`src/blasLane_settings.svh`:
```
// BLAS lane settings
// Widths and depths shared by the lane RTL

`ifndef BLASLANE_SETTINGS_SVH
`define BLASLANE_SETTINGS_SVH

// Datapath
`define DATA_WIDTH		32		// Operand and result width
`define TAG_WIDTH		8		// Host chosen command tag

// Buffering
`define PIPE_DEPTH		4		// Entries per unit pipe
`define RESULT_DEPTH	8		// Entries in the result queue

// Host bus
`define WB_ADR_WIDTH	3		// Word address width

`endif

```
`src/blasLanePkg.sv`:
```
// BLAS lane package
// Vector types, bus and result structs, dispatcher states

`include "blasLane_settings.svh"

package blasLanePkg;

	//////////////////////////////
	// Plain vectors
	//////////////////////////////
	typedef logic [`DATA_WIDTH-1:0]				data_t;
	typedef logic [`TAG_WIDTH-1:0]				tag_t;
	typedef logic [`WB_ADR_WIDTH-1:0]			wbAdr_t;
	typedef logic [$clog2(`RESULT_DEPTH+1)-1:0]	qCount_t;		// Result queue occupancy

	//////////////////////////////
	// Structs
	//////////////////////////////
	typedef struct packed {
		logic	valid;		// Issue strobe
		tag_t	tag;
	} unitCmd_t;

	typedef struct packed {
		data_t	data;
		tag_t	tag;
	} laneResult_t;

	typedef struct packed {
		logic	cyc;
		logic	stb;
		logic	we;
		wbAdr_t	adr;
		data_t	dat;		// Write data
	} wbReq_t;

	typedef struct packed {
		logic	ack;
		data_t	dat;		// Read data
	} wbRsp_t;

	// Dispatcher FSM
	typedef enum logic [1:0] {
		idle,
		issue,		// Waiting for room in the unit pipe
		respond
	} dispState_t;

endpackage

```
`src/blasLaneTop.sv`:
```
// BLAS execution lane
// Wishbone dispatcher, multiply and add units, result merger

`timescale 1ns/1ns

module blasLaneTop (
	input  logic					clock,
	input  logic					reset,
	input  blasLanePkg::wbReq_t		wbReq,
	output blasLanePkg::wbRsp_t		wbRsp
);

	// Dispatcher to units
	logic						mltEnable;
	logic						addEnable;
	blasLanePkg::data_t			operandA;
	blasLanePkg::data_t			operandB;
	blasLanePkg::unitCmd_t		cmd;
	logic						mltFull;
	logic						addFull;

	// Units to merger
	logic						mltValid;
	logic						addValid;
	logic						mltStall;
	logic						addStall;
	blasLanePkg::laneResult_t	mltResult;
	blasLanePkg::laneResult_t	addResult;

	// Queue readback
	blasLanePkg::laneResult_t	head;
	blasLanePkg::qCount_t		count;
	logic						pop;

	laneDispatch dispatch0 (
		.clock		(clock),
		.reset		(reset),
		.wbReq		(wbReq),
		.wbRsp		(wbRsp),
		.mltEnable	(mltEnable),
		.addEnable	(addEnable),
		.operandA	(operandA),
		.operandB	(operandB),
		.cmd		(cmd),
		.mltFull	(mltFull),
		.addFull	(addFull),
		.head		(head),
		.count		(count),
		.pop		(pop)
	);

	fMltUnit mltUnit0 (
		.clock		(clock),
		.reset		(reset),
		.enable		(mltEnable),
		.stall		(mltStall),
		.operandA	(operandA),
		.operandB	(operandB),
		.cmd		(cmd),
		.valid		(mltValid),
		.result		(mltResult),
		.full		(mltFull)
	);

	fAddUnit addUnit0 (
		.clock		(clock),
		.reset		(reset),
		.enable		(addEnable),
		.stall		(addStall),
		.operandA	(operandA),
		.operandB	(operandB),
		.cmd		(cmd),
		.valid		(addValid),
		.result		(addResult),
		.full		(addFull)
	);

	resultMerge merge0 (
		.clock		(clock),
		.reset		(reset),
		.mltValid	(mltValid),
		.mltResult	(mltResult),
		.addValid	(addValid),
		.addResult	(addResult),
		.pop		(pop),
		.mltStall	(mltStall),
		.addStall	(addStall),
		.head		(head),
		.count		(count)
	);

endmodule

```
`src/fAddUnit.sv`:
```
// Add unit
// Unsigned sum modulo 2^32, parked with its tag in a ring pipe

`timescale 1ns/1ns

`include "blasLane_settings.svh"

module fAddUnit (
	input  logic						clock,
	input  logic						reset,
	input  logic						enable,		// Unit selected for this issue
	input  logic						stall,
	input  blasLanePkg::data_t			operandA,
	input  blasLanePkg::data_t			operandB,
	input  blasLanePkg::unitCmd_t		cmd,
	output logic						valid,
	output blasLanePkg::laneResult_t	result,
	output logic						full
);

	localparam int ptrWidth = $clog2(`PIPE_DEPTH);

	blasLanePkg::data_t			sum;
	logic						we;
	logic						re;
	logic						empty;
	logic [ptrWidth-1:0]		wAddr;
	logic [ptrWidth-1:0]		rAddr;

	blasLanePkg::laneResult_t	pipeMem [`PIPE_DEPTH];

	assign sum = operandA + operandB;		// Carry out dropped

	assign we = enable & cmd.valid & ~full;
	assign re = ~empty & ~stall;

	always_ff @(posedge clock) begin
		if (we)
			pipeMem[wAddr] <= '{data: sum, tag: cmd.tag};
	end

	assign valid	= re;
	assign result	= pipeMem[rAddr];

	// Pointer bookkeeping
	ringBuffCtrl #(
		.numEntry	(`PIPE_DEPTH)
	) pipeCtrl (
		.clock		(clock),
		.reset		(reset),
		.we			(we),
		.re			(re),
		.wAddr		(wAddr),
		.rAddr		(rAddr),
		.full		(full),
		.empty		(empty),
		.count		()
	);

endmodule

```
`src/fMltUnit.sv`:
```
// Multiply unit
// Unsigned product truncated to the data width, parked with its tag in a ring pipe

`timescale 1ns/1ns

`include "blasLane_settings.svh"

module fMltUnit (
	input  logic						clock,
	input  logic						reset,
	input  logic						enable,		// Unit selected for this issue
	input  logic						stall,		// Back-pressure from the merger
	input  blasLanePkg::data_t			operandA,
	input  blasLanePkg::data_t			operandB,
	input  blasLanePkg::unitCmd_t		cmd,
	output logic						valid,
	output blasLanePkg::laneResult_t	result,
	output logic						full
);

	localparam int ptrWidth = $clog2(`PIPE_DEPTH);

	blasLanePkg::data_t			product;
	logic						we;
	logic						re;
	logic						empty;
	logic [ptrWidth-1:0]		wAddr;
	logic [ptrWidth-1:0]		rAddr;

	blasLanePkg::laneResult_t	pipeMem [`PIPE_DEPTH];

	// Low half of the product only
	assign product = operandA * operandB;

	assign we = enable & cmd.valid & ~full;
	assign re = ~empty & ~stall;

	//////////////////////////////
	// Result pipe
	//////////////////////////////
	always_ff @(posedge clock) begin
		if (we)
			pipeMem[wAddr] <= '{data: product, tag: cmd.tag};
	end

	// Head entry goes out whenever released
	assign valid	= re;
	assign result	= pipeMem[rAddr];

	ringBuffCtrl #(
		.numEntry	(`PIPE_DEPTH)
	) pipeCtrl (
		.clock		(clock),
		.reset		(reset),
		.we			(we),
		.re			(re),
		.wAddr		(wAddr),
		.rAddr		(rAddr),
		.full		(full),
		.empty		(empty),
		.count		()
	);

endmodule

```
`src/laneDispatch.sv`:
```
// Lane dispatcher
// Wishbone classic slave for operands, commands, status and result readback

`timescale 1ns/1ns

`include "blasLane_settings.svh"

module laneDispatch (
	input  logic						clock,
	input  logic						reset,
	input  blasLanePkg::wbReq_t			wbReq,
	output blasLanePkg::wbRsp_t			wbRsp,
	output logic						mltEnable,
	output logic						addEnable,
	output blasLanePkg::data_t			operandA,
	output blasLanePkg::data_t			operandB,
	output blasLanePkg::unitCmd_t		cmd,
	input  logic						mltFull,
	input  logic						addFull,
	input  blasLanePkg::laneResult_t	head,
	input  blasLanePkg::qCount_t		count,
	output logic						pop
);

	// Register map, word addresses
	localparam blasLanePkg::wbAdr_t adrOpA		= `WB_ADR_WIDTH'(0);
	localparam blasLanePkg::wbAdr_t adrOpB		= `WB_ADR_WIDTH'(1);
	localparam blasLanePkg::wbAdr_t adrCmd		= `WB_ADR_WIDTH'(2);
	localparam blasLanePkg::wbAdr_t adrResult	= `WB_ADR_WIDTH'(3);
	localparam blasLanePkg::wbAdr_t adrStatus	= `WB_ADR_WIDTH'(4);

	blasLanePkg::dispState_t	state;
	blasLanePkg::dispState_t	nextState;

	logic						request;
	logic						accept;			// Request taken in idle
	logic						reqCmd;
	logic						reqFull;
	logic						selFull;
	logic						issueNow;
	logic						opSel;			// 0 multiply, 1 add
	logic						accCmd;
	logic						popPending;
	blasLanePkg::tag_t			cmdTag;
	blasLanePkg::data_t			rdData;
	blasLanePkg::data_t			statusWord;

	assign request	= wbReq.cyc & wbReq.stb;
	assign accept	= (state == blasLanePkg::idle) & request;
	assign reqCmd	= request & wbReq.we & (wbReq.adr == adrCmd);
	assign reqFull	= wbReq.dat[8] ? addFull : mltFull;		// Target of the incoming command
	assign selFull	= opSel ? addFull : mltFull;			// Target of the held command

	// Count in 15:8, head tag in 7:0
	assign statusWord = {16'd0, 8'(count), head.tag};

	//////////////////////////////
	// FSM
	//////////////////////////////
	always_comb begin
		nextState = state;
		case (state)
			blasLanePkg::idle: begin
				if (request)
					nextState = (reqCmd && reqFull) ? blasLanePkg::issue : blasLanePkg::respond;
			end
			blasLanePkg::issue: begin
				if (!selFull)
					nextState = blasLanePkg::respond;
			end
			blasLanePkg::respond:	nextState = blasLanePkg::idle;
			default:				nextState = blasLanePkg::idle;
		endcase
	end

	always_ff @(posedge clock) begin
		if (reset) begin
			state		<= blasLanePkg::idle;
			accCmd		<= 1'b0;
			popPending	<= 1'b0;
			opSel		<= 1'b0;
		end else begin
			state <= nextState;
			if (accept) begin
				accCmd		<= reqCmd;
				// Pop only what was actually read back
				popPending	<= ~wbReq.we & (wbReq.adr == adrResult) & (count != '0);
				if (reqCmd)
					opSel <= wbReq.dat[8];
			end
		end
	end

	//////////////////////////////
	// Data registers
	//////////////////////////////
	always_ff @(posedge clock) begin
		if (accept) begin
			if (wbReq.we) begin
				case (wbReq.adr)
					adrOpA:		operandA	<= wbReq.dat;
					adrOpB:		operandB	<= wbReq.dat;
					adrCmd:		cmdTag		<= wbReq.dat[`TAG_WIDTH-1:0];
					default:	;
				endcase
			end else begin
				case (wbReq.adr)
					adrResult:	rdData <= head.data;
					adrStatus:	rdData <= statusWord;
					default:	rdData <= '0;		// Write-only registers
				endcase
			end
		end
	end

	// Issue happens in the ack cycle
	assign issueNow		= (state == blasLanePkg::respond) & accCmd;
	assign cmd			= '{valid: issueNow, tag: cmdTag};
	assign mltEnable	= issueNow & ~opSel;
	assign addEnable	= issueNow & opSel;
	assign pop			= (state == blasLanePkg::respond) & popPending;

	assign wbRsp = '{ack: (state == blasLanePkg::respond), dat: rdData};

endmodule

```
`src/resultMerge.sv`:
```
// Result merger
// Fixed-priority merge of unit results into the result queue, multiply first

`timescale 1ns/1ns

`include "blasLane_settings.svh"

module resultMerge (
	input  logic						clock,
	input  logic						reset,
	input  logic						mltValid,
	input  blasLanePkg::laneResult_t	mltResult,
	input  logic						addValid,
	input  blasLanePkg::laneResult_t	addResult,
	input  logic						pop,
	output logic						mltStall,
	output logic						addStall,
	output blasLanePkg::laneResult_t	head,
	output blasLanePkg::qCount_t		count
);

	localparam int ptrWidth = $clog2(`RESULT_DEPTH);

	logic						push;
	logic						popQ;
	logic						full;
	logic						empty;
	logic [ptrWidth-1:0]		wAddr;
	logic [ptrWidth-1:0]		rAddr;
	blasLanePkg::laneResult_t	pushData;

	blasLanePkg::laneResult_t	queueMem [`RESULT_DEPTH];

	//////////////////////////////
	// Arbitration
	//////////////////////////////
	assign mltStall	= full;
	assign addStall	= full | mltValid;		// Loses to a multiply in the same cycle

	// Units only present when not stalled, so a push always has room
	assign push		= mltValid | addValid;
	assign pushData	= mltValid ? mltResult : addResult;
	assign popQ		= pop & ~empty;

	always_ff @(posedge clock) begin
		if (push)
			queueMem[wAddr] <= pushData;
	end

	assign head = queueMem[rAddr];

	ringBuffCtrl #(
		.numEntry	(`RESULT_DEPTH)
	) queueCtrl (
		.clock		(clock),
		.reset		(reset),
		.we			(push),
		.re			(popQ),
		.wAddr		(wAddr),
		.rAddr		(rAddr),
		.full		(full),
		.empty		(empty),
		.count		(count)
	);

endmodule

```
`src/ringBuffCtrl.sv`:
```
// Ring buffer controller
// Wrapping read and write pointers with occupancy count and flags

`timescale 1ns/1ns

module ringBuffCtrl #(
	parameter int numEntry = 4
) (
	input  logic							clock,
	input  logic							reset,
	input  logic							we,
	input  logic							re,
	output logic [$clog2(numEntry)-1:0]		wAddr,
	output logic [$clog2(numEntry)-1:0]		rAddr,
	output logic							full,
	output logic							empty,
	output logic [$clog2(numEntry+1)-1:0]	count
);

	localparam int addrWidth	= $clog2(numEntry);
	localparam int countWidth	= $clog2(numEntry+1);

	logic doWrite;
	logic doRead;

	// Wrap at numEntry, which need not be a power of two
	function automatic logic [addrWidth-1:0] nextPtr(input logic [addrWidth-1:0] ptr);
		logic [addrWidth-1:0] wrapped;
		wrapped = (ptr == addrWidth'(numEntry-1)) ? '0 : ptr + 1'b1;
		return wrapped;
	endfunction

	assign doWrite	= we & ~full;		// Overflow dropped
	assign doRead	= re & ~empty;

	assign full		= (count == countWidth'(numEntry));
	assign empty	= (count == '0);

	always_ff @(posedge clock) begin
		if (reset) begin
			wAddr	<= '0;
			rAddr	<= '0;
			count	<= '0;
		end else begin
			if (doWrite)
				wAddr <= nextPtr(wAddr);
			if (doRead)
				rAddr <= nextPtr(rAddr);
			case ({doWrite, doRead})
				2'b10:		count <= count + 1'b1;
				2'b01:		count <= count - 1'b1;
				default:	count <= count;		// Idle or both at once
			endcase
		end
	end

endmodule

```
`config.mk`:
```
export PLATFORM = sky130hd
export DESIGN_NAME = blasLaneTop
export DESIGN_NICKNAME = d
export VERILOG_FILES = /design/src/blasLanePkg.sv /design/src/blasLaneTop.sv /design/src/fAddUnit.sv /design/src/fMltUnit.sv /design/src/laneDispatch.sv /design/src/resultMerge.sv /design/src/ringBuffCtrl.sv
export VERILOG_INCLUDE_DIRS = /design/src
export SDC_FILE = /design/constraint.sdc
export NUM_CORES = 2
export LEC_CHECK = 0
export BUFFER_PORTS_ARGS = -buffer_cell sky130_fd_sc_hd__buf_2
export CAP_MARGIN = 5
export CELL_PAD_IN_SITES_DETAIL_PLACEMENT = 0
export CELL_PAD_IN_SITES_GLOBAL_PLACEMENT = 1
export CORE_MARGIN = 5
export CORE_UTILIZATION = 52
export CTS_BUF_LIST = sky130_fd_sc_hd__clkbuf_16
export CTS_CLUSTER_DIAMETER = 60
export DETAILED_ROUTE_END_ITERATION = 7
export GPL_ROUTABILITY_DRIVEN = 1
export PLACE_DENSITY = 0.75
export SETUP_SLACK_MARGIN = 0.1
export SLEW_MARGIN = 30
export SYNTH_ARGS = -nofsm -noshare
export SYNTH_HDL_FRONTEND = slang
export SYNTH_SLANG_ARGS = --single-unit
```
`constraint.sdc`:
```
create_clock -name clock -period 7.6 [get_ports clock]
set_clock_uncertainty 0.15 [all_clocks]
set_input_delay 0.38 -clock clock [delete_from_list [all_inputs] [get_ports clock]]
set_output_delay 0.38 -clock clock [all_outputs]
set_load 0.01 [all_outputs]
```
**Word-level counts from Yosys, hierarchy flattened**

Memories as Yosys holds them, arrays and structs flattened. A register that Yosys moved wholly into a read port is not among the register bits.
Index checks and enable logic that the tools add are counted.

- RAM bits: 640
- Memories: 3
- Register bits: 133
- Word-level logic and storage cells: 136
- Output and inout port bits: 33

Memory list:

| name | words | bits a word | read ports | clocked after memory_dff | wr ports | RTL line | RTL |
|---|---|---|---|---|---|---|---|
| merge0.queueMem | 8 | 40 | 1 | 1 | 1 | resultMerge.sv:32 | `` blasLanePkg::laneResult_t queueMem [`RESULT_DEPTH]; `` |
| addUnit0.pipeMem | 4 | 40 | 1 | 1 | 1 | fAddUnit.sv:30 | `` blasLanePkg::laneResult_t pipeMem [`PIPE_DEPTH]; `` |
| mltUnit0.pipeMem | 4 | 40 | 1 | 1 | 1 | fMltUnit.sv:30 | `` blasLanePkg::laneResult_t pipeMem [`PIPE_DEPTH]; `` |

- Equal/unequal tests: 23
- Multiplexer cells: 29
- Reduce and logical (&&, ||, !) cells: 16
- Multiply operators: 1
- Add/subtract/negate cells: 13
- Bitwise gates (word level): 34

Operators by type and width:

| kind | count |
|---|---|
| 32-bit one-hot mux with 2 select lines | 1 |
| 40-bit 2-to-1 mux | 1 |
| 32-bit adder | 1 |
| 32-bit by 32-bit multiplier with 32-bit output | 1 |
| 1-bit AND | 23 |
| 2-bit 2-to-1 mux | 11 |
| 2-bit == test, second input constant | 8 |
| 3-bit == test, second input constant | 5 |
| 3-bit by 1-bit adder with 3-bit output, second input constant | 4 |
| 3-bit 2-to-1 mux | 4 |
| 3-bit one-hot mux with 2 select lines | 2 |
| 3-bit zero test | 3 |
| 1-bit NOT | 9 |
| 3-bit AND reduction | 3 |
| 2-bit by 1-bit adder with 2-bit output, second input constant | 4 |
| 2-bit by 1-bit == test with 1-bit output, second input constant | 4 |
| 1-bit 2-to-1 mux | 8 |
| 4-bit one-hot mux with 2 select lines | 1 |
| 3-bit by 2-bit == test with 1-bit output, second input constant | 2 |
| 2-bit AND reduction | 3 |
| 2-bit nonzero test | 3 |
| 3-bit by 1-bit subtractor with 3-bit output, second input constant | 2 |
| 4-bit by 1-bit adder with 4-bit output, second input constant | 1 |
| 4-bit == test, second input constant | 1 |
| 10 further kinds | 11 |

**Longest topological paths before layout**

- Word-level depth: 10
- Mapped depth: 27
- Depth with buffers taken out: 25

**Hierarchy**

From an unflattened synthesis, not the netlist that was laid out.

- Cells, all modules: 3221
- Area total of the unflattened synthesis: 46872.5 µm²

Modules (own cells, without submodules):

| module | area an instance (µm²) | times used | cells an instance |
|---|---|---|---|
| fMltUnit | 21525.6 | 1 | 1917 |
| resultMerge | 12863.6 | 1 | 523 |
| fAddUnit | 7503.4 | 1 | 457 |
| laneDispatch | 3717.3 | 1 | 182 |
| ringBuffCtrl (addUnit0.pipeCtrl ...) | 359.1 | 2 | 41 |
| ringBuffCtrl (merge0.queueCtrl) | 544.3 | 1 | 60 |

**Least setup slack after synthesis**

No wires, ideal clock.

- Path kind: reg2reg
- From: register dispatch0.operandB[2]
- To: memory mltUnit0.pipeMem[0][39] (netlist bit) (data pin)
- Cell stages (with the launch flop): 26
- Period minus slack after synthesis: 6.974 ns
- Path buffers: 2
- Setup slack: 0.626 ns
- Arrival time: 6.550 ns
- Cell sequence: edfxtp_1 -> clkbuf_1 -> clkbuf_1 -> and2_1 -> fa_1 -> inv_1 -> fa_1 -> fa_1 -> fa_1 -> inv_1 -> fa_1 -> inv_1 -> fa_1 -> inv_1 -> fa_1 -> fa_1 -> ha_1 -> a21oi_1 -> a21oi_1 -> a21oi_1 -> o21ai_1 -> a21oi_1 -> o31ai_1 -> a31oi_1 -> o21ai_1 -> xnor2_1

- Cells in the longest elaborated chain, start to end: 1

Ends and longest elaborated chain:

| item | RTL line | RTL |
|---|---|---|
| from (decl) | laneDispatch.sv:16 | `output blasLanePkg::data_t operandB,` |
| from (signal assigned) | laneDispatch.sv:102 | `adrOpB: operandB <= wbReq.dat;` |
| 32-bit by 32-bit multiplier with 32-bit output | fMltUnit.sv:33 | `assign product = operandA * operandB;` |
| named net mltUnit0.product[31] | fMltUnit.sv:23 | `blasLanePkg::data_t product;` |
| to (decl) | fMltUnit.sv:30 |  |

The timed path passes the listed nets, and every way through them passes these cells.

**Worst setup path after layout**

- From: register dispatch0.operandA[13]
- To: memory mltUnit0.pipeMem[2][39] (netlist bit) (data pin)

- Cells in the longest elaborated chain, start to end: 1

Ends and longest elaborated chain:

| item | RTL line | RTL |
|---|---|---|
| from (decl) | laneDispatch.sv:15 | `output blasLanePkg::data_t operandA,` |
| from (signal assigned) | laneDispatch.sv:101 | `adrOpA: operandA <= wbReq.dat;` |
| 32-bit by 32-bit multiplier with 32-bit output | fMltUnit.sv:33 |  |
| named net mltUnit0.product[31] | fMltUnit.sv:23 |  |

The timed path passes the listed nets, and every way through them passes these cells.

==> results.py <==
metrics = {
    "logic_synthesis": {
        "post-synth-top-area-cell": "edfxtp_1",
        "syn_inst": 3195,
        "yosysUniqueCellTypes": 63,
        "ys_ff_latch": 780,
        "async_flop_share_pct": 0,
        "synth_flop_cell": "edfxtp_1",
        "syn_avg_cell_area_um2": 14.4,
        "synth_common_cells": "edfxtp_1, inv_1, fa_1",
        "synth_top_area_share_pct": 48.5,
        "synth.area.top_cells": "edfxtp_1, fa_1, mux4_2, ha_1, and2_1",
        "synth_edf_count": 744,
        "ys_warn_count": 0,
        "seq_area_frac_synth_pct": 50.0,
        "syn-cell-area_mm2": 0.0461,
        "synth_nets": 3820,
        "yosysMostFrequentCell": "edfxtp_1",
    },
    "setup_path": {
        "worstReg2RegStart": "dispatch0.operandA[13]",
        "startpoint_type": "flip-flop",
        "critPathRequiredTime_ps": 7820,
        "cp.arrival_ps": 7480,
        "path_class": "reg -> reg",
        "endpoint_kind": "flip-flop",
        "reg2reg_slack_ps": 340,
        "critPathLaunch": "dispatch0.operandA[13]",
        "path_max_fanout": 8,
    },
    "placement": {
        "io_buffer_count": 72,
        "globalplace.congestion": 0.898,
        "dp_hpwl_um": 79100,
    },
    "global_routing": {
        "antenna_found_initial": 5,
        "grt_usage_pct": 24.0,
        "first_global_vias": 28200,
        "grt_pass1_wl_um": 172000,
        "grt_max_degree": 49,
        "grt-ovfl-total": 0,
    },
    "sta": {
        "min_period_over_period_pct": 95.6,
        "hold_violations": 0,
        "setup_viol": 0,
        "holdWs_ps": 79.8,
        "max_slew_margin_pct": 41.6,
        "grt_setup_unrepaired": "no",
        "worstMarginPinSlew_ps": 876,
        "final.min_clock_period_ps": 7260,
        "fmax_ghz": 0.138,
        "setup_tns_ps": 0,
        "maxSlewViolCount": 0,
    },
    "clock_tree": {
        "clk-insertion-delay-late_ps": 650,
        "cts_made_buffers": 84,
        "cts_tree": "done",
        "cts_buffer_depth": 3,
        "root_buffer": "clkbuf_16",
        "h-tree-depth": 3,
        "cts.sinks": 780,
        "cts.clk_slew.worst_paths_ps": 60,
    },
    "route": {
        "dr.pass1.iters": 6,
        "drt-initial-drc-count": 1848,
        "post-route-drc-count": 0,
        "vias_per_cell": 5.63,
        "vias": 26000,
        "detail-route-antenna-nets": 0,
        "drt-total-wl_um": 112000,
        "wl_per_cell_um": 24.1,
    },
    "die": {
        "die_area_mm2": 0.0947,
        "io_pins": 73,
        "die_w_um": 308,
        "start_util_pct": 52.2,
        "die_h_um": 308,
        "fp-row-count": 109,
        "core_area_mm2": 0.0882,
    },
    "outcome": {
        "status": "finished, final reports clean",
    },
    "power_and_ir_drop": {
        "power.density_mw_per_mm2": 254,
        "total_leakage_power_uw": 0.0198,
        "power_uw": 13100,
        "irDropWorstVdd_v": 0.000203,
    },
    "min_path": {
        "min_path_type": "in -> reg",
        "min_from": "wbReq[32]",
    },
    "final_layout": {
        "drive_above_1_share_pct": 17.0,
        "antenna_cells": 0,
        "final_nets": 4022,
        "area_growth_pct": 12.4,
        "finish.utilization_pct": 58.7,
    },
    "job": {
        "max_cap_viol_count": 0,
    },
}
-- per-stage QoR --
stage	cell area, µm²	setup WS [ps]	instances
after global routing	51800	89.1	4626
final	51800	335	4626
after floorplan	46100	626	3195
after CTS	51500	113	4596
after detailed placement	48400	102	4413
after global placement	48400	168	4412
-- timing repair --
item	in CTS	in global routing
gates resized for setup	1	10
hold buffers	33	0
pin swaps	0	1
setup endpoints to repair	12	32
setup buffers	0	30
endpoints found under the hold margin	77	0
-- power by group --
part,leakage (µW),internal (µW),total [µW],switching [µW]
logic,0.0114,1350,3420,2070
clock network,0.00141,2440,4100,1660
registers,0.00702,5550,5630,85.3
total,0.0198,9330,13100,3820
-- metal layers --
layer / track usage (%) / vias up / wire length (µm)
li1: - / 11400 / -
met1: 33.1 / 13600 / 46800
met2: 40.5 / 858 / 54900
met3: 3.97 / 175 / 7030
met4: 6.16 / 6 / 2820
met5: 0 / - / 34
-- cell usage in the layout (no fill, tap or decap), types with 72 or more instances in the layout --
| master | Yosys | routed |
|---|---|---|
| buf_2 | 7 | 72 |
| nor2_1 | 77 | 75 |
| buf_4 | 0 | 140 |
| a21oi_1 | 78 | 74 |
| mux4_2 | 160 | 160 |
| ha_1 | 173 | 171 |
| inv_1 | 418 | 429 |
| clkbuf_16 | 0 | 84 |
| nand2_1 | 242 | 242 |
| xnor2_1 | 89 | 86 |
| fa_1 | 412 | 412 |
| and2_1 | 307 | 299 |
| edfxtp_1 | 744 | 744 |
-- final cells by class --
cell class | count | area (µm²)
sequential | 780 | 23100
inverter | 418 | 1570
clock buffer | 84 | 2100
tap | 1165 | 1460
fill | 6788 | 36400
clock inverter | 66 | 706
timing repair buffer | 250 | 1830
multi-input combinational | 1863 | 21100
-- flip-flops by register name, summed over array words and instances, names as in the netlist, named ones only --
name and count:
merge0.queueCtrl.rAddr 3, dispatch0.operandB 32, addUnit0.pipeCtrl.wAddr 2, dispatch0.operandA 32
addUnit0.pipeMem 160, mltUnit0.pipeCtrl.count 3, dispatch0.state 2, merge0.queueMem 320
dispatch0.cmdTag 8, addUnit0.pipeCtrl.count 3, addUnit0.pipeCtrl.rAddr 2, dispatch0.popPending 1
dispatch0.opSel 1, merge0.queueCtrl.wAddr 3, merge0.queueCtrl.count 4, mltUnit0.pipeCtrl.wAddr 2
mltUnit0.pipeCtrl.rAddr 2, mltUnit0.pipeMem 160, dispatch0.accCmd 1, dispatch0.rdData 32
-- path summary, 6_finish.rpt --
path / end / cells past startpoint
setup / recovery: mltUnit0.pipeMem[2][39] / 23
hold / removal: dispatch0.accCmd / 4
setup reg to reg: mltUnit0.pipeMem[2][39] / 23
hold reg to reg: dispatch0.accCmd / 2
-- kinds of logic (layout without fill, tap and decap cells) --
| group | Yosys count | after routing | share of synthesized area [%] |
|---|---|---|---|
| multiplexers | 250 | 250 | 9.88 |
| adder cells (fa/ha/maj) | 585 | 585 | 22.6 |
| flip-flops | 780 | 780 | 50.0 |
| AND/OR/NAND/NOR | 701 | 701 | 7.79 |
| XOR/XNOR | 119 | 119 | 2.26 |
| buffers and inverters | 552 | 818 | 4.52 |
| AO/OA/AOI/OAI | 208 | 208 | 2.90 |
-- worst max-delay path, stage by stage (launching register included) --
cell and delay (ps):
edfxtp_1 540, and2_1 250, fa_1 560, fa_1 440, fa_1 520, inv_1 60
fa_1 480, inv_1 60, fa_1 500, inv_1 60, fa_1 530, inv_1 50
fa_1 500, fa_1 420, ha_1 350, a21oi_1 160, a21oi_1 70, a21oi_1 180
o21ai_1 130, a21oi_2 260, o31ai_2 110, a31oi_1 270, o21ai_1 150, xnor2_2 170
No activity file was read; power rests on OpenSTA's default activity.
